--- src/hw/axi_pkg.sv ---
package axi_pkg;

  // id field carried on ar and r
  localparam int AXI_ID_W = 4;

  // address and data bus widths of the master port
  localparam int AXI_ADDR_W = 32;
  localparam int AXI_DATA_W = 32;

  // one strobe bit per data byte
  localparam int AXI_STRB_W = 4;

  // read ids, one per core port
  // returned data is steered back by these values
  localparam logic [AXI_ID_W-1:0] AXI_ID_FETCH = AXI_ID_W'(0);
  localparam logic [AXI_ID_W-1:0] AXI_ID_DATA  = AXI_ID_W'(1);

endpackage

--- src/hw/mem_port_pkg.sv ---
package mem_port_pkg;

  // core side request widths
  localparam int ADDR_W = 32;
  localparam int DATA_W = 32;
  localparam int STRB_W = 4;

  // data port operation
  typedef enum logic {
    MEM_LOAD  = 1'b0,
    MEM_STORE = 1'b1
  } mem_op_e;

  // single outstanding read
  typedef enum logic [1:0] {
    RD_IDLE = 2'd0,
    RD_ADDR = 2'd1,
    RD_DATA = 2'd2
  } rd_state_e;

  // store drain, one entry at a time
  typedef enum logic [1:0] {
    WB_IDLE = 2'd0,
    WB_SEND = 2'd1,
    WB_RESP = 2'd2
  } wb_state_e;

  localparam int WBUF_DEPTH = 4;
  localparam int WBUF_PTR_W = 2;

  localparam int PERF_CNT_W = 32;

endpackage

--- src/hw/mem_req_arbiter.sv ---
`timescale 1ns/1ps

module mem_req_arbiter (
  input  logic                         aclk,
  input  logic                         i_reset,
  // fetch port
  input  logic                         i_if_valid,
  input  logic [mem_port_pkg::ADDR_W-1:0] i_if_addr,
  input  logic                         i_if_uncached,
  output logic                         o_if_ready,
  // data port
  input  logic                         i_d_valid,
  input  mem_port_pkg::mem_op_e        i_d_op,
  input  logic [mem_port_pkg::ADDR_W-1:0] i_d_addr,
  input  logic                         i_d_uncached,
  input  logic [mem_port_pkg::STRB_W-1:0] i_d_wstrb,
  input  logic [mem_port_pkg::DATA_W-1:0] i_d_wdata,
  output logic                         o_d_ready,
  // read engine
  input  logic                         i_rd_ready,
  output logic                         o_rd_valid,
  output logic [mem_port_pkg::ADDR_W-1:0] o_rd_addr,
  output logic [axi_pkg::AXI_ID_W-1:0] o_rd_id,
  // write buffer
  input  logic                         i_wb_push_ready,
  input  logic                         i_wb_empty,
  output logic                         o_wb_push_valid,
  output logic [mem_port_pkg::ADDR_W-1:0] o_wb_addr,
  output logic [mem_port_pkg::STRB_W-1:0] o_wb_strb,
  output logic [mem_port_pkg::DATA_W-1:0] o_wb_data,
  output logic                         o_uncached_stall
);
  import mem_port_pkg::*;
  import axi_pkg::*;

  logic if_blocked;
  logic d_blocked;
  logic d_is_store;
  logic d_res_ready;
  logic if_elig;
  logic d_elig;
  logic grant_if;
  logic grant_d;
  logic last_was_d;

  // uncached traffic must not pass buffered stores
  assign if_blocked = i_if_uncached && !i_wb_empty;
  assign d_blocked  = i_d_uncached && !i_wb_empty;

  assign d_is_store  = (i_d_op == MEM_STORE);
  assign d_res_ready = d_is_store ? i_wb_push_ready : i_rd_ready;

  assign if_elig = i_if_valid && !if_blocked && i_rd_ready;
  assign d_elig  = i_d_valid && !d_blocked && d_res_ready;

  // round robin, data wins first after reset
  assign grant_d  = d_elig && (!if_elig || !last_was_d);
  assign grant_if = if_elig && !grant_d;

  always_ff @(posedge aclk) begin
    if (i_reset) begin
      last_was_d <= 1'b0;
    end else if (grant_d) begin
      last_was_d <= 1'b1;
    end else if (grant_if) begin
      last_was_d <= 1'b0;
    end
  end

  assign o_if_ready = grant_if;
  assign o_d_ready  = grant_d;

  assign o_rd_valid = grant_if || (grant_d && !d_is_store);
  assign o_rd_addr  = grant_d ? i_d_addr : i_if_addr;
  assign o_rd_id    = grant_d ? AXI_ID_DATA : AXI_ID_FETCH;

  assign o_wb_push_valid = grant_d && d_is_store;
  assign o_wb_addr       = i_d_addr;
  assign o_wb_strb       = i_d_wstrb;
  assign o_wb_data       = i_d_wdata;

  // held back by the uncached rule alone
  assign o_uncached_stall = (i_if_valid && if_blocked && i_rd_ready) ||
                            (i_d_valid && d_blocked && d_res_ready);

endmodule

--- src/hw/axi_read_engine.sv ---
`timescale 1ns/1ps

module axi_read_engine (
  input  logic                           aclk,
  input  logic                           i_reset,
  // request from the arbiter
  input  logic                           i_req_valid,
  input  logic [mem_port_pkg::ADDR_W-1:0] i_req_addr,
  input  logic [axi_pkg::AXI_ID_W-1:0]   i_req_id,
  output logic                           o_req_ready,
  // ar channel
  output logic [axi_pkg::AXI_ID_W-1:0]   o_arid,
  output logic [axi_pkg::AXI_ADDR_W-1:0] o_araddr,
  output logic                           o_arvalid,
  input  logic                           i_arready,
  // r channel
  input  logic [axi_pkg::AXI_ID_W-1:0]   i_rid,
  input  logic [axi_pkg::AXI_DATA_W-1:0] i_rdata,
  input  logic                           i_rvalid,
  output logic                           o_rready,
  // returns to the core ports
  output logic                           o_if_rvalid,
  output logic [mem_port_pkg::DATA_W-1:0] o_if_rdata,
  output logic                           o_d_rvalid,
  output logic [mem_port_pkg::DATA_W-1:0] o_d_rdata
);
  import mem_port_pkg::*;
  import axi_pkg::*;

  rd_state_e                 state;
  logic [ADDR_W-1:0]         req_addr;
  logic [AXI_ID_W-1:0]       req_id;
  logic [DATA_W-1:0]         ret_data;

  always_ff @(posedge aclk) begin
    if (i_reset) begin
      state       <= RD_IDLE;
      o_if_rvalid <= 1'b0;
      o_d_rvalid  <= 1'b0;
    end else begin
      o_if_rvalid <= 1'b0;
      o_d_rvalid  <= 1'b0;
      case (state)
        RD_IDLE: begin
          if (i_req_valid) begin
            state <= RD_ADDR;
          end
        end
        RD_ADDR: begin
          if (i_arready) begin
            state <= RD_DATA;
          end
        end
        RD_DATA: begin
          if (i_rvalid) begin
            state       <= RD_IDLE;
            o_if_rvalid <= (i_rid == AXI_ID_FETCH);
            o_d_rvalid  <= (i_rid == AXI_ID_DATA);
          end
        end
        default: state <= RD_IDLE;
      endcase
    end
  end

  // request and return payload
  always_ff @(posedge aclk) begin
    if (state == RD_IDLE && i_req_valid) begin
      req_addr <= i_req_addr;
      req_id   <= i_req_id;
    end
    if (state == RD_DATA && i_rvalid) begin
      ret_data <= i_rdata;
    end
  end

  assign o_req_ready = (state == RD_IDLE);
  assign o_arvalid   = (state == RD_ADDR);
  assign o_arid      = req_id;
  assign o_araddr    = req_addr;
  assign o_rready    = (state == RD_DATA);

  assign o_if_rdata = ret_data;
  assign o_d_rdata  = ret_data;

endmodule

--- src/hw/store_write_buffer.sv ---
`timescale 1ns/1ps

module store_write_buffer (
  input  logic                           aclk,
  input  logic                           i_reset,
  // push side
  input  logic                           i_push_valid,
  input  logic [mem_port_pkg::ADDR_W-1:0] i_push_addr,
  input  logic [mem_port_pkg::STRB_W-1:0] i_push_strb,
  input  logic [mem_port_pkg::DATA_W-1:0] i_push_data,
  output logic                           o_push_ready,
  output logic                           o_empty,
  // aw channel
  output logic [axi_pkg::AXI_ADDR_W-1:0] o_awaddr,
  output logic                           o_awvalid,
  input  logic                           i_awready,
  // w channel
  output logic [axi_pkg::AXI_DATA_W-1:0] o_wdata,
  output logic [axi_pkg::AXI_STRB_W-1:0] o_wstrb,
  output logic                           o_wvalid,
  input  logic                           i_wready,
  // b channel
  input  logic                           i_bvalid,
  output logic                           o_bready
);
  import mem_port_pkg::*;

  logic [ADDR_W-1:0]     buf_addr [WBUF_DEPTH];
  logic [STRB_W-1:0]     buf_strb [WBUF_DEPTH];
  logic [DATA_W-1:0]     buf_data [WBUF_DEPTH];
  logic [WBUF_PTR_W-1:0] wr_ptr;
  logic [WBUF_PTR_W-1:0] rd_ptr;
  logic [WBUF_PTR_W:0]   count;
  wb_state_e             state;
  logic                  aw_pend;
  logic                  w_pend;
  logic                  push;
  logic                  pop;

  assign o_push_ready = (count != (WBUF_PTR_W+1)'(WBUF_DEPTH));
  assign push         = i_push_valid && o_push_ready;
  // head entry leaves only once its write response is back
  assign pop          = (state == WB_RESP) && i_bvalid;

  always_ff @(posedge aclk) begin
    if (push) begin
      buf_addr[wr_ptr] <= i_push_addr;
      buf_strb[wr_ptr] <= i_push_strb;
      buf_data[wr_ptr] <= i_push_data;
    end
  end

  always_ff @(posedge aclk) begin
    if (i_reset) begin
      wr_ptr <= '0;
      rd_ptr <= '0;
      count  <= '0;
    end else begin
      if (push) begin
        wr_ptr <= wr_ptr + WBUF_PTR_W'(1);
      end
      if (pop) begin
        rd_ptr <= rd_ptr + WBUF_PTR_W'(1);
      end
      if (push && !pop) begin
        count <= count + (WBUF_PTR_W+1)'(1);
      end else if (pop && !push) begin
        count <= count - (WBUF_PTR_W+1)'(1);
      end
    end
  end

  // aw and w are accepted independently
  always_ff @(posedge aclk) begin
    if (i_reset) begin
      state   <= WB_IDLE;
      aw_pend <= 1'b0;
      w_pend  <= 1'b0;
    end else begin
      case (state)
        WB_IDLE: begin
          if (count != '0) begin
            state   <= WB_SEND;
            aw_pend <= 1'b1;
            w_pend  <= 1'b1;
          end
        end
        WB_SEND: begin
          if (i_awready) begin
            aw_pend <= 1'b0;
          end
          if (i_wready) begin
            w_pend <= 1'b0;
          end
          if ((!aw_pend || i_awready) && (!w_pend || i_wready)) begin
            state <= WB_RESP;
          end
        end
        WB_RESP: begin
          if (i_bvalid) begin
            state <= WB_IDLE;
          end
        end
        default: state <= WB_IDLE;
      endcase
    end
  end

  assign o_awaddr  = buf_addr[rd_ptr];
  assign o_awvalid = aw_pend;
  assign o_wdata   = buf_data[rd_ptr];
  assign o_wstrb   = buf_strb[rd_ptr];
  assign o_wvalid  = w_pend;
  assign o_bready  = (state == WB_RESP);

  assign o_empty = (count == '0) && (state == WB_IDLE);

endmodule

--- src/hw/mem_perf_counter.sv ---
`timescale 1ns/1ps

module mem_perf_counter (
  input  logic                                aclk,
  input  logic                                i_reset,
  input  logic                                i_if_valid,
  input  logic                                i_if_ready,
  input  logic                                i_d_valid,
  input  logic                                i_d_ready,
  input  mem_port_pkg::mem_op_e               i_d_op,
  input  logic                                i_uncached_stall,
  output logic [mem_port_pkg::PERF_CNT_W-1:0] o_fetch_count,
  output logic [mem_port_pkg::PERF_CNT_W-1:0] o_load_count,
  output logic [mem_port_pkg::PERF_CNT_W-1:0] o_store_count,
  output logic [mem_port_pkg::PERF_CNT_W-1:0] o_stall_count
);
  import mem_port_pkg::*;

  logic [3:0]            inc;
  logic [PERF_CNT_W-1:0] cnt [4];
  logic                  d_fire;

  assign d_fire = i_d_valid && i_d_ready;

  // fetch, load, store, stall
  assign inc[0] = i_if_valid && i_if_ready;
  assign inc[1] = d_fire && (i_d_op == MEM_LOAD);
  assign inc[2] = d_fire && (i_d_op == MEM_STORE);
  assign inc[3] = i_uncached_stall;

  always_ff @(posedge aclk) begin
    for (int i = 0; i < 4; i++) begin
      if (i_reset) begin
        cnt[i] <= '0;
      end else if (inc[i]) begin
        cnt[i] <= cnt[i] + PERF_CNT_W'(1);
      end
    end
  end

  assign o_fetch_count = cnt[0];
  assign o_load_count  = cnt[1];
  assign o_store_count = cnt[2];
  assign o_stall_count = cnt[3];

endmodule

--- src/hw/mem_port_top.sv ---
`timescale 1ns/1ps

module mem_port_top (
  input  logic                                aclk,
  input  logic                                i_reset,
  // fetch port
  input  logic                                i_if_valid,
  input  logic [mem_port_pkg::ADDR_W-1:0]     i_if_addr,
  input  logic                                i_if_uncached,
  output logic                                o_if_ready,
  output logic                                o_if_rvalid,
  output logic [mem_port_pkg::DATA_W-1:0]     o_if_rdata,
  // data port
  input  logic                                i_d_valid,
  input  mem_port_pkg::mem_op_e               i_d_op,
  input  logic [mem_port_pkg::ADDR_W-1:0]     i_d_addr,
  input  logic                                i_d_uncached,
  input  logic [mem_port_pkg::STRB_W-1:0]     i_d_wstrb,
  input  logic [mem_port_pkg::DATA_W-1:0]     i_d_wdata,
  output logic                                o_d_ready,
  output logic                                o_d_rvalid,
  output logic [mem_port_pkg::DATA_W-1:0]     o_d_rdata,
  // counters
  output logic [mem_port_pkg::PERF_CNT_W-1:0] o_fetch_count,
  output logic [mem_port_pkg::PERF_CNT_W-1:0] o_load_count,
  output logic [mem_port_pkg::PERF_CNT_W-1:0] o_store_count,
  output logic [mem_port_pkg::PERF_CNT_W-1:0] o_stall_count,
  // axi master
  output logic [axi_pkg::AXI_ID_W-1:0]        o_arid,
  output logic [axi_pkg::AXI_ADDR_W-1:0]      o_araddr,
  output logic                                o_arvalid,
  input  logic                                i_arready,
  input  logic [axi_pkg::AXI_ID_W-1:0]        i_rid,
  input  logic [axi_pkg::AXI_DATA_W-1:0]      i_rdata,
  input  logic                                i_rvalid,
  output logic                                o_rready,
  output logic [axi_pkg::AXI_ADDR_W-1:0]      o_awaddr,
  output logic                                o_awvalid,
  input  logic                                i_awready,
  output logic [axi_pkg::AXI_DATA_W-1:0]      o_wdata,
  output logic [axi_pkg::AXI_STRB_W-1:0]      o_wstrb,
  output logic                                o_wvalid,
  input  logic                                i_wready,
  input  logic                                i_bvalid,
  output logic                                o_bready
);
  import mem_port_pkg::*;
  import axi_pkg::*;

  logic                rd_valid;
  logic                rd_ready;
  logic [ADDR_W-1:0]   rd_addr;
  logic [AXI_ID_W-1:0] rd_id;
  logic                wb_push_valid;
  logic                wb_push_ready;
  logic                wb_empty;
  logic [ADDR_W-1:0]   wb_addr;
  logic [STRB_W-1:0]   wb_strb;
  logic [DATA_W-1:0]   wb_data;
  logic                uncached_stall;

  mem_req_arbiter u_mem_req_arbiter (
    .aclk            (aclk),
    .i_reset         (i_reset),
    .i_if_valid      (i_if_valid),
    .i_if_addr       (i_if_addr),
    .i_if_uncached   (i_if_uncached),
    .o_if_ready      (o_if_ready),
    .i_d_valid       (i_d_valid),
    .i_d_op          (i_d_op),
    .i_d_addr        (i_d_addr),
    .i_d_uncached    (i_d_uncached),
    .i_d_wstrb       (i_d_wstrb),
    .i_d_wdata       (i_d_wdata),
    .o_d_ready       (o_d_ready),
    .i_rd_ready      (rd_ready),
    .o_rd_valid      (rd_valid),
    .o_rd_addr       (rd_addr),
    .o_rd_id         (rd_id),
    .i_wb_push_ready (wb_push_ready),
    .i_wb_empty      (wb_empty),
    .o_wb_push_valid (wb_push_valid),
    .o_wb_addr       (wb_addr),
    .o_wb_strb       (wb_strb),
    .o_wb_data       (wb_data),
    .o_uncached_stall(uncached_stall)
  );

  axi_read_engine u_axi_read_engine (
    .aclk       (aclk),
    .i_reset    (i_reset),
    .i_req_valid(rd_valid),
    .i_req_addr (rd_addr),
    .i_req_id   (rd_id),
    .o_req_ready(rd_ready),
    .o_arid     (o_arid),
    .o_araddr   (o_araddr),
    .o_arvalid  (o_arvalid),
    .i_arready  (i_arready),
    .i_rid      (i_rid),
    .i_rdata    (i_rdata),
    .i_rvalid   (i_rvalid),
    .o_rready   (o_rready),
    .o_if_rvalid(o_if_rvalid),
    .o_if_rdata (o_if_rdata),
    .o_d_rvalid (o_d_rvalid),
    .o_d_rdata  (o_d_rdata)
  );

  store_write_buffer u_store_write_buffer (
    .aclk        (aclk),
    .i_reset     (i_reset),
    .i_push_valid(wb_push_valid),
    .i_push_addr (wb_addr),
    .i_push_strb (wb_strb),
    .i_push_data (wb_data),
    .o_push_ready(wb_push_ready),
    .o_empty     (wb_empty),
    .o_awaddr    (o_awaddr),
    .o_awvalid   (o_awvalid),
    .i_awready   (i_awready),
    .o_wdata     (o_wdata),
    .o_wstrb     (o_wstrb),
    .o_wvalid    (o_wvalid),
    .i_wready    (i_wready),
    .i_bvalid    (i_bvalid),
    .o_bready    (o_bready)
  );

  mem_perf_counter u_mem_perf_counter (
    .aclk            (aclk),
    .i_reset         (i_reset),
    .i_if_valid      (i_if_valid),
    .i_if_ready      (o_if_ready),
    .i_d_valid       (i_d_valid),
    .i_d_ready       (o_d_ready),
    .i_d_op          (i_d_op),
    .i_uncached_stall(uncached_stall),
    .o_fetch_count   (o_fetch_count),
    .o_load_count    (o_load_count),
    .o_store_count   (o_store_count),
    .o_stall_count   (o_stall_count)
  );

endmodule

--- config.mk ---
export PLATFORM = sky130hd
export DESIGN_NAME = mem_port_top
export DESIGN_NICKNAME = d
export VERILOG_FILES = /design/src/hw/axi_pkg.sv /design/src/hw/mem_port_pkg.sv /design/src/hw/mem_req_arbiter.sv /design/src/hw/axi_read_engine.sv /design/src/hw/store_write_buffer.sv /design/src/hw/mem_perf_counter.sv /design/src/hw/mem_port_top.sv
export SDC_FILE = /design/constraint.sdc
export NUM_CORES = 1
export LEC_CHECK = 0
export BUFFER_PORTS_ARGS = -buffer_cell sky130_fd_sc_hd__buf_2
export CAP_MARGIN = 40
export CORE_MARGIN = 2
export CORE_UTILIZATION = 46
export CTS_CLUSTER_DIAMETER = 200
export DETAILED_ROUTE_END_ITERATION = 6
export PLACE_DENSITY = 0.72
export SLEW_MARGIN = 40
export SYNTH_ARGS = -nofsm -noshare
export SYNTH_HDL_FRONTEND = slang
export SYNTH_SLANG_ARGS = --single-unit
--- constraint.sdc ---
create_clock -name aclk -period 3.9 [get_ports aclk]
set_input_delay 0.78 -clock aclk [delete_from_list [all_inputs] [get_ports aclk]]
set_output_delay 0.78 -clock aclk [all_outputs]
set_load 0.005 [all_outputs]
==> impl_metrics.yaml, run 1 <==
run_status:
  status: "complete, no violations"
sta:
  finalSetupTns_ns: 0
  fin_crit_sh_pct: 80.3
  rsz0062_at_grt: "false"
  worst_slack_ns: 0.769
  whs_ns: 0.364
  worst_slew_pin_slew_ns: 0.778
  setup_violations: 0
  finalHoldViolations: 0
  maxSlewHeadroom_pct: 47.6
  timing.final.crit_period_ns: 3.13
  fmax_mhz: 319
  drv_slew: 0
  fin_skew_ns: 0.0118
worst_hold_path:
  hold_start: "i_rid[0]"
  hold_path_class: "in2reg"
  whs_path_depth: 2
  holdPathEnd: "u_axi_read_engine.o_if_rvalid$_SDFF_PP0_"
clock_network:
  cts_num_sinks: 483
  ctsHoldBuffers: 0
  clk_pin_slew_worst_paths_ns: 0.06
  post_cts_buffers: 0
  htreeDepth: 2
  clock-root-buffer: "clkbuf_16"
  cts.path.max_buffers: 3
  cts_tree: "yes"
  cts_buffers: 50
  cts_resized: 0
  worstSkewPairLatency_ns: 0.58
synth:
  yosysWarnings: 0
  synth_top_area_cell: "edfxtp_1"
  async_reset_ff_share_pct: 0
  synth-adder-area-share_pct: 0.654
  netlist_instances: 1239
  synth_mux_area_share_pct: 9.92
  ys_ff_latch: 483
  synth_cell_type_count: 58
  syn_avg_cell_area_um2: 16.4
  synth_compound_area_share_pct: 1.04
  synth_xor_area_share_pct: 5.18
  yosys-top-cells-count: "edfxtp_1, nor2_1, xor2_1"
  seq_area_frac_synth_pct: 70.6
  synthDominantCellAreaShare_pct: 68.8
  synth_top_family_by_area: "multiplexers"
  synth.most_common_cell: "edfxtp_1"
  syn-cell-area_um2: 20300
  synth_edf_count: 465
  ys.flop_type: "edfxtp_1"
  synth-simple-area-share_pct: 9.78
  synth_area_leaders: "edfxtp_1, mux4_2, xor2_1"
layout:
  area_growth_pct: 21.4
  final_nets: 1845
  multi_input_area_um2: 5440
  fin_area_um2: 24600
  drive_above_1_share_pct: 38.7
  regArea_um2: 14300
  n_fill_cell: 3396
  fin_util_pct: 56.9
  fin_cells: 2316
critical_path:
  r2r_cells: 9
  worstSetupEndpointType: "register"
  r2r-end: "u_store_write_buffer.count[2]$_SDFFE_PP0P_"
  crit_family: "compound AO/OA/AOI/OAI gates"
  cp_cell_sequence: "or3_4 > o31a_1 > a211oi_2 > ha_1 > inv_1 > fa_1 > xor2_1 > or3_1 > a21oi_1"
  criticalPathCategory: "reg2reg"
  crit_buf_inv: 1
  worst-endpoint-arrival_ns: 3.64
  crit_required_ns: 4.41
  max_stage_delay_ns: 0.60
  crit_slowest_cell: "a211oi_2"
  reg2reg_from: "u_store_write_buffer.count[2]$_SDFFE_PP0P_"
  crit_path_max_fanout: 8
  r2r_slack_ns: 0.77
  cp-start-kind: "register"
routing:
  finalWirelength_um: 47200
  drt-wirelength-per-cell_um: 20.4
  drt_iter0_drc: 939
  drtPass1Iterations: 5
  viasPerCell: 5.30
  dr_total_vias: 12300
  ant_nets: 0
  post-route-drc-count: 0
run:
  drv_cap: 0
placed_design:
  place_area_um2: 23000
  dpl.cell_count: 2220
  place_ws_ns: 0.673
  place_congestion: 0.889
  dp.final_hpwl_um: 31900
  portBuffers: 449
floorplan:
  die-height_um: 214
  ios: 453
  start_util_pct: 46.9
  dieArea_um2: 45800
  core_um2: 43300
  num_rows: 76
  die_w_um: 214
global_route:
  antenna_found_initial: 8
  grt_max_degree: 51
  grt_overflow_total: 0
  groute.usage.overall_pct: 20.3
  grt_first_pass_wirelength_um: 72600
  first_global_vias: 12400
pwr:
  vdd_drop_max_uv: 389
  leakagePower_nw: 8.94
  total_power_mw: 14.1
  powerDensity_nw_per_um2: 573
worst max path at each step:
stage / from / end / cells past startpoint
5_1_grt: u_store_write_buffer.count[0]$_SDFFE_PP0P_ / u_store_write_buffer.count[2]$_SDFFE_PP0P_ / 9
2_1_floorplan: i_d_op / u_mem_perf_counter.cnt[1][0]$_SDFFCE_PN0P_ / 6
6_report: u_store_write_buffer.count[2]$_SDFFE_PP0P_ / u_store_write_buffer.count[2]$_SDFFE_PP0P_ / 9
4_1_cts: u_store_write_buffer.count[0]$_SDFFE_PP0P_ / u_store_write_buffer.count[2]$_SDFFE_PP0P_ / 9
3_3_place_gp: i_d_op / u_store_write_buffer.count[2]$_SDFFE_PP0P_ / 10
3_5_place_dp: i_d_op / u_store_write_buffer.count[2]$_SDFFE_PP0P_ / 10
layout by cell type (no fill, tap or decap), types with 12 or more instances in the layout:
master       n
edfxtp_1   465
buf_2      449
nor2_1     151
xor2_1      77
mux4_2      68
nand2_1     50
clkbuf_16   50
nand3_1     49
xnor2_1     43
nand4_1     39
mux2_4      27
inv_1       21
nor3_1      20
and3_1      18
dfxtp_1     16
clkinv_2    14
buf_4       14
clkinv_1    12
kinds of logic after synthesis:
logic type               count (synthesis)
AO/OA/AOI/OAI                           30
multiplexers                           102
AND/OR/NAND/NOR                        397
buffers and inverters                   96
XOR/XNOR                               120
other                                    1
flip-flops                             483
adder cells (fa/ha/maj)                 10
sequential cells by signal, indices dropped and copies added (netlist names), named ones only:
signal,count
u_store_write_buffer.buf_addr,128
u_store_write_buffer.state,2
u_mem_perf_counter.cnt,128
u_store_write_buffer.buf_strb,16
u_store_write_buffer.rd_ptr,2
u_store_write_buffer.o_awvalid,1
u_axi_read_engine.state,2
u_store_write_buffer.count,3
u_mem_req_arbiter.last_was_d,1
u_store_write_buffer.wr_ptr,2
u_axi_read_engine.o_d_rdata,32
u_axi_read_engine.o_arid,1
u_axi_read_engine.o_d_rvalid,1
u_store_write_buffer.o_wvalid,1
u_store_write_buffer.buf_data,128
u_axi_read_engine.o_araddr,32
u_axi_read_engine.o_if_rvalid,1
per-layer routing:
| layer | GRT usage [%] | wire length [um] | up-vias |
|---|---|---|---|
| met5 | 0 | 57 | - |
| met4 | 5.78 | 888 | 8 |
| met3 | 5.36 | 3720 | 69 |
| met2 | 32.9 | 22900 | 459 |
| met1 | 27.2 | 19600 | 6145 |
| li1 | - | - | 5586 |
where the power goes:
part           total, mW  switching (mW)  internal (mW)
combinational       2.50            1.37           1.13
clock               4.63            1.95           2.68
sequential          6.99           0.481           6.51
total               14.1            3.81           10.3
final cells by class:
class	instances	area share [%]
sequential	483	58.2
multi-input combinational	662	22.1
timing repair buffer	468	9.95
clock buffer	58	5.20
tap	585	2.97
clock inverter	34	1.21
inverter	22	0.356
antenna	4	0.0406
worst register-to-register path, stage by stage (launching register included):
cell	delay, ns
dfxtp_1	0.34
or3_4	0.43
o31a_1	0.31
a211oi_2	0.60
ha_1	0.31
inv_1	0.07
fa_1	0.38
xor2_1	0.17
or3_1	0.31
a21oi_1	0.15
No activity file was read; power rests on OpenSTA's default activity.
==> inputs of run 2 (changes only) <==
--- a/config.mk
+++ b/config.mk
@@ -5,6 +5,7 @@
 export SDC_FILE = /design/constraint.sdc
 export NUM_CORES = 1
 export LEC_CHECK = 0
+export ABC_AREA = 1
 export BUFFER_PORTS_ARGS = -buffer_cell sky130_fd_sc_hd__buf_2
 export CAP_MARGIN = 40
 export CORE_MARGIN = 2
==> constraint.sdc (replaced) <==
create_clock -name aclk -period 2.56 [get_ports aclk]
set_input_delay 0.512 -clock aclk [delete_from_list [all_inputs] [get_ports aclk]]
set_output_delay 0.512 -clock aclk [all_outputs]
set_load 0.005 [all_outputs]
==> run 2 against run 1 <==
Die area rose by 5.4%. Clock power rose by 63%. Clock skew up 0.022 ns.
==> impl_metrics.yaml, run 2 <==
floorplan:
  die-height_um: 220
  ios: 453
  dieArea_um2: 48300
  start_util_pct: 46.3
  core_um2: 46300
  num_rows: 79
  die_w_um: 220
synth:
  synth_cell_type_count: 42
  ys.flop_type: "edfxtp_1"
  syn-cell-area_um2: 21400
  synth.most_common_cell: "edfxtp_1"
  yosys-top-cells-count: "edfxtp_1, nand2_1, nor2_1"
  netlist_instances: 1896
  synth_top_area_cell: "edfxtp_1"
  syn_avg_cell_area_um2: 11.3
  yosysWarnings: 0
  synth_edf_count: 465
  ys_ff_latch: 483
  synth_area_leaders: "edfxtp_1, nand2_1, nor2_1"
  async_reset_ff_share_pct: 0
  seq_area_frac_synth_pct: 66.9
  synthDominantCellAreaShare_pct: 65.2
clock_network:
  worstSkewPairLatency_ns: 0.61
  cts_buffers: 51
  cts.path.max_buffers: 3
  htreeDepth: 2
  cts_num_sinks: 483
  clk_pin_slew_worst_paths_ns: 0.06
  cts_tree: "yes"
  ctsHoldBuffers: 0
  clock-root-buffer: "clkbuf_16"
pwr:
  powerDensity_nw_per_um2: 848
  clock_power_share_pct: 33.9
  p_sw_mw: 6.44
  switching_share_pct: 28.9
  p_seq_share_pct: 47.8
  leakagePower_nw: 9.94
  p_int_mw: 15.8
  power_frac_comb_pct: 18.3
  vdd_drop_max_uv: 587
global_route:
  grt_overflow_total: 0
  grt_first_pass_wirelength_um: 84400
  groute.usage.overall_pct: 22.8
  grt_max_degree: 73
  first_global_vias: 15100
  antenna_found_initial: 10
critical_path:
  reg2reg_from: "u_store_write_buffer.count[1]$_SDFFE_PP0P_"
  crit_path_max_fanout: 72
  r2r_cells: 15
  r2r-end: "u_store_write_buffer.count[2]$_SDFFE_PP0P_"
  crit_required_ns: 2.05
  criticalPathCategory: "reg2out"
  cp-start-kind: "register"
  worst-endpoint-arrival_ns: 1.96
  r2r_slack_ns: 0.23
  worstSetupEndpointType: "primary output"
sta:
  fmax_mhz: 405
  whs_ns: 0.0765
  rsz0062_at_grt: "false"
  worst_slew_pin_slew_ns: 0.837
  maxSlewHeadroom_pct: 44.1
  setup_violations: 0
  drv_slew: 0
  fin_skew_ns: 0.0341
  timing.final.crit_period_ns: 2.47
  fin_crit_sh_pct: 96.5
  finalHoldViolations: 0
worst_hold_path:
  whs_path_depth: 1
  hold_start: "i_rdata[28]"
  hold_path_class: "in2reg"
  holdPathEnd: "u_axi_read_engine.o_d_rdata[28]$_DFFE_PP_"
layout:
  area_growth_pct: 22.7
  drive_above_1_share_pct: 28.5
  largest_registers: "u_mem_perf_counter.cnt (128), u_store_write_buffer.buf_addr (128), u_store_write_buffer.buf_data (128)"
  final_cell_mix: "edfxtp_1, buf_2, nand2_1"
  final_common_cell: "edfxtp_1"
  fin_area_um2: 26300
  final_nets: 2499
routing:
  ant_nets: 0
  dr_total_vias: 16000
  finalWirelength_um: 57200
  drt-wirelength-per-cell_um: 19.1
  drt_iter0_drc: 1096
  viasPerCell: 5.35
  post-route-drc-count: 0
  drtPass1Iterations: 5
placed_design:
  dp.final_hpwl_um: 39600
  portBuffers: 449
  place_area_um2: 24400
  place_congestion: 0.921
run_status:
  status: "complete, no violations"
run:
  drv_cap: 0
-- run 2: cell types whose count changed after synthesis, moves of 30 or more --
| cell | delta |
|---|---|
| nor3_1 | +30 |
| nor2_1 | +135 |
| o22ai_1 | +67 |
| xor2_1 | -44 |
| mux4_2 | -68 |
| a21oi_1 | +31 |
| inv_1 | +104 |
| o21ai_0 | +149 |
| nand2_1 | +262 |
-- run 2: kinds of logic (layout without fill, tap and decap cells) --
group | after synthesis | count (layout) | share of synthesized area [%]
fa+ha+maj | 10 | 10 | 0.620
other cells | 1 | 11 | 0.0175
simple gates | 827 | 827 | 17.7
buf+inv | 230 | 712 | 4.96
xor+xnor | 55 | 55 | 2.25
flops | 483 | 483 | 66.9
compound gates | 290 | 290 | 7.54
-- run 2: what timing repair did --
action | CTS | global route
gates cloned | 1 | 0
setup buffers | 3 | 0
pin swaps | 2 | 2
endpoints found under the setup margin | 38 | 7
resized for setup | 9 | 8
-- run 2: area by class of cell --
type | count | area, um^2
fill | 3822 | 20000
sequential | 483 | 14300
multi-input combinational | 1185 | 6100
timing repair buffer | 488 | 2810
clock buffer | 62 | 1330
tap | 607 | 759
inverter | 132 | 508
clock inverter | 30 | 398
antenna | 8 | 20.0
-- run 2: power by group through the flow --
stage          sequential [mW]  combinational (mW)  clock, mW
2_1_floorplan             10.6                2.00          0
3_3_place_gp              10.8                3.84          0
3_5_place_dp              10.8                3.93          0
4_1_cts                   10.6                4.10       7.69
5_1_grt                   10.7                4.49       8.00
6_report                  10.6                4.08       7.55
-- run 2: through the flow --
step | utilization, % | total power [mW] | setup TNS [ns] | instances | worst slack, ns
after floorplan | - | 12.6 | -74.53 | 1898 | -0.274
after global placement | 52.7 | 14.6 | 0 | 2891 | 0.155
after detailed placement | 52.7 | 14.7 | 0 | 2891 | 0.0775
after CTS | 56.6 | 22.4 | 0 | 2987 | 0.0419
after global routing | 56.7 | 23.2 | 0 | 2993 | 0.00355
final | 56.8 | 22.3 | 0 | 2995 | 0.0887
-- run 2: how the worst max path moves through the flow --
stage | depth (start not counted) | from | slack [ns] | end
global placement | 14 | i_d_op | 0.15 | u_store_write_buffer.count[2]$_SDFFE_PP0P_
floorplan | 8 | i_d_op | -0.27 | u_store_write_buffer.buf_addr[0][0]$_DFFE_PP_
CTS | 5 | register | 0.04 | o_awaddr[0]
global route | 4 | register | 0.004 | o_awaddr[0]
finish | 4 | register | 0.09 | o_wdata[0]
detailed placement | 11 | i_if_valid | 0.08 | u_mem_perf_counter.cnt[0][2]$_SDFFCE_PN0P_
-- run 2: metal layers --
layer | share of wire (%) | global-route usage, % | up-vias
li1 | - | - | 7510
met1 | 40 | 29.4 | 7709
met2 | 49 | 38.7 | 694
met3 | 8.1 | 5.04 | 91
met4 | 2.4 | 7.00 | 8
met5 | 0.086 | 0 | -
-- run 2: worst max-delay path, cell delays in order, from the launching register on --
cell     delay [ns]
dfxtp_4        0.42
buf_12         0.28
o21ai_0        0.15
o22ai_1        0.29
buf_2          0.18
==> inputs of run 3 (changes only) <==
--- a/config.mk
+++ b/config.mk
@@ -10,9 +10,9 @@
 export CAP_MARGIN = 40
 export CORE_MARGIN = 2
 export CORE_UTILIZATION = 46
-export CTS_CLUSTER_DIAMETER = 200
 export DETAILED_ROUTE_END_ITERATION = 6
 export PLACE_DENSITY = 0.72
+export REMOVE_ABC_BUFFERS = 1
 export SLEW_MARGIN = 40
 export SYNTH_ARGS = -nofsm -noshare
 export SYNTH_HDL_FRONTEND = slang
==> run 3 against run 2 <==
Hold slack improved by 0.0044 ns. Clock power is 4.0% lower. Cell count increased by 0.10%. Total power shrank 1.5%. Die area stayed put. Sequential share of layout area rose by 0.13 points. Non-clock buffer count rose by 5. Combinational power about the same. Routed wire length increased by 1.1%. Design area down 0.21%. Count of clock-buffer cells in the layout decreased by 2. Register-to-register slack worse by 0.08 ns. Highest routed layer unchanged.
==> impl_metrics.yaml, run 3 (synthesis results as in run 2) <==
placed_design:
  dp.final_hpwl_um: 39400
  portBuffers: 449
  dpl.cell_count: 2893
  place_congestion: 0.906
  place_ws_ns: 0.187
global_route:
  first_global_vias: 15200
  antenna_found_initial: 11
  groute.usage.overall_pct: 23.0
  grt_overflow_total: 0
  grt_max_degree: 98
  grt_first_pass_wirelength_um: 85400
layout:
  area_growth_pct: 22.4
  largest_registers: "u_mem_perf_counter.cnt (128), u_store_write_buffer.buf_addr (128), u_store_write_buffer.buf_data (128)"
  drive_above_1_share_pct: 28.7
  final_common_cell: "edfxtp_1"
  fin_cells: 2998
  final_cell_mix: "edfxtp_1, buf_2, nand2_1"
  regArea_um2: 14300
  multi_input_area_um2: 6090
  n_fill_cell: 3905
  final_nets: 2504
critical_path:
  cp-start-kind: "register"
  crit_required_ns: 2.05
  worstSetupEndpointType: "primary output"
  crit_path_max_fanout: 3
  criticalPathCategory: "reg2out"
  worst-endpoint-arrival_ns: 1.98
clock_network:
  cts_num_sinks: 483
  cts_tree: "yes"
  cts_buffers: 51
  ctsHoldBuffers: 0
  worstSkewPairLatency_ns: 0.61
  clk_pin_slew_worst_paths_ns: 0.07
  htreeDepth: 2
  cts.path.max_buffers: 3
  clock-root-buffer: "clkbuf_16"
routing:
  ant_nets: 0
  dr_total_vias: 16000
  drt-wirelength-per-cell_um: 19.3
  viasPerCell: 5.34
  drtPass1Iterations: 5
  drt_iter0_drc: 1474
  finalWirelength_um: 57800
  post-route-drc-count: 0
run_status:
  status: "complete, no violations"
floorplan:
  ios: 453
  core_um2: 46300
  num_rows: 79
  dieArea_um2: 48300
  die_w_um: 220
  die-height_um: 220
  start_util_pct: 46.3
pwr:
  total_power_mw: 21.9
  powerDensity_nw_per_um2: 838
  leakagePower_nw: 9.94
  vdd_drop_max_uv: 541
sta:
  finalHoldViolations: 0
  whs_ns: 0.0809
  fin_crit_sh_pct: 97.4
  setup_violations: 0
  fin_skew_ns: 0.0207
  fmax_mhz: 401
  worst_slack_ns: 0.0676
  timing.final.crit_period_ns: 2.49
  drv_slew: 0
  rsz0062_at_grt: "true"
run:
  drv_cap: 0
worst_hold_path:
  hold_path_class: "in2reg"
## run 3: cell types whose count changed in the layout (fill, tap and decap cells not counted), sizes merged
cell and change:
inv -1, clkinvlp -3, buf +4, clkinv +9, bufbuf -1, diode -2, bufinv -3
## run 3: stage by stage
| step | util (%) | instance area [um^2] | setup TNS, ns |
|---|---|---|---|
| after floorplan | - | 20800 | -768.50 |
| after global placement | 52.7 | 24400 | 0 |
| after detailed placement | 52.7 | 24400 | 0 |
| after CTS | 56.4 | 26100 | 0 |
| after global routing | 56.6 | 26200 | -0.0345 |
| final | 56.6 | 26200 | 0 |
## run 3: critical path: stages (launching register included)
cell	delay [ns]
dfxtp_1	0.34
inv_2	0.08
nand2_1	0.10
nor2_1	0.27
nand3_4	0.15
nand2_8	0.11
clkinvlp_4	0.16
buf_2	0.17
## run 3: routing by layer
metal	part of all wire [%]	vias up	GRT usage, %
li1	-	7502	-
met1	40	7680	30.4
met2	48	698	37.2
met3	9.3	104	6.35
met4	2.6	14	6.85
met5	0.14	-	0
## run 3: final timing paths
| check | startpoint | to | slack, ns | cells after the start |
|---|---|---|---|---|
| worst max-delay path | u_axi_read_engine.state[0]$_SDFFE_PP0P_ | o_d_ready | 0.07 | 7 |
| worst min-delay path | i_rdata[15] | u_axi_read_engine.o_d_rdata[15]$_DFFE_PP_ | 0.08 | 1 |
| worst max register to register | u_store_write_buffer.count[0]$_SDFFE_PP0P_ | u_store_write_buffer.buf_addr[0][29]$_DFFE_PP_ | 0.15 | 11 |
| worst min register to register | u_store_write_buffer.o_wvalid$_SDFFE_PP0P_ | u_store_write_buffer.o_wvalid$_SDFFE_PP0P_ | 0.48 | 2 |
## run 3: power breakdown
part	total [mW]	switching (mW)	internal, mW
Sequential	10.6	0.737	9.88
Clock	7.25	3.13	4.13
Combinational	4.08	2.59	1.49
## run 3: final cells by class
| class | count | share of cell area, % |
|---|---|---|
| sequential | 483 | 54.7 |
| multi-input combinational | 1185 | 23.3 |
| timing repair buffer | 493 | 10.9 |
| clock buffer | 60 | 5.04 |
| tap | 607 | 2.90 |
| inverter | 132 | 1.91 |
| clock inverter | 32 | 1.25 |
| antenna | 6 | 0.0573 |
## run 3: repair_timing
item                                   4_1_cts  5_1_grt
endpoints found under the hold margin        0        0
gates resized for setup                      7       11
gates cloned                                 0        1
setup endpoints to repair                    4       85
pin swaps                                    1        3
setup buffers                                3        3
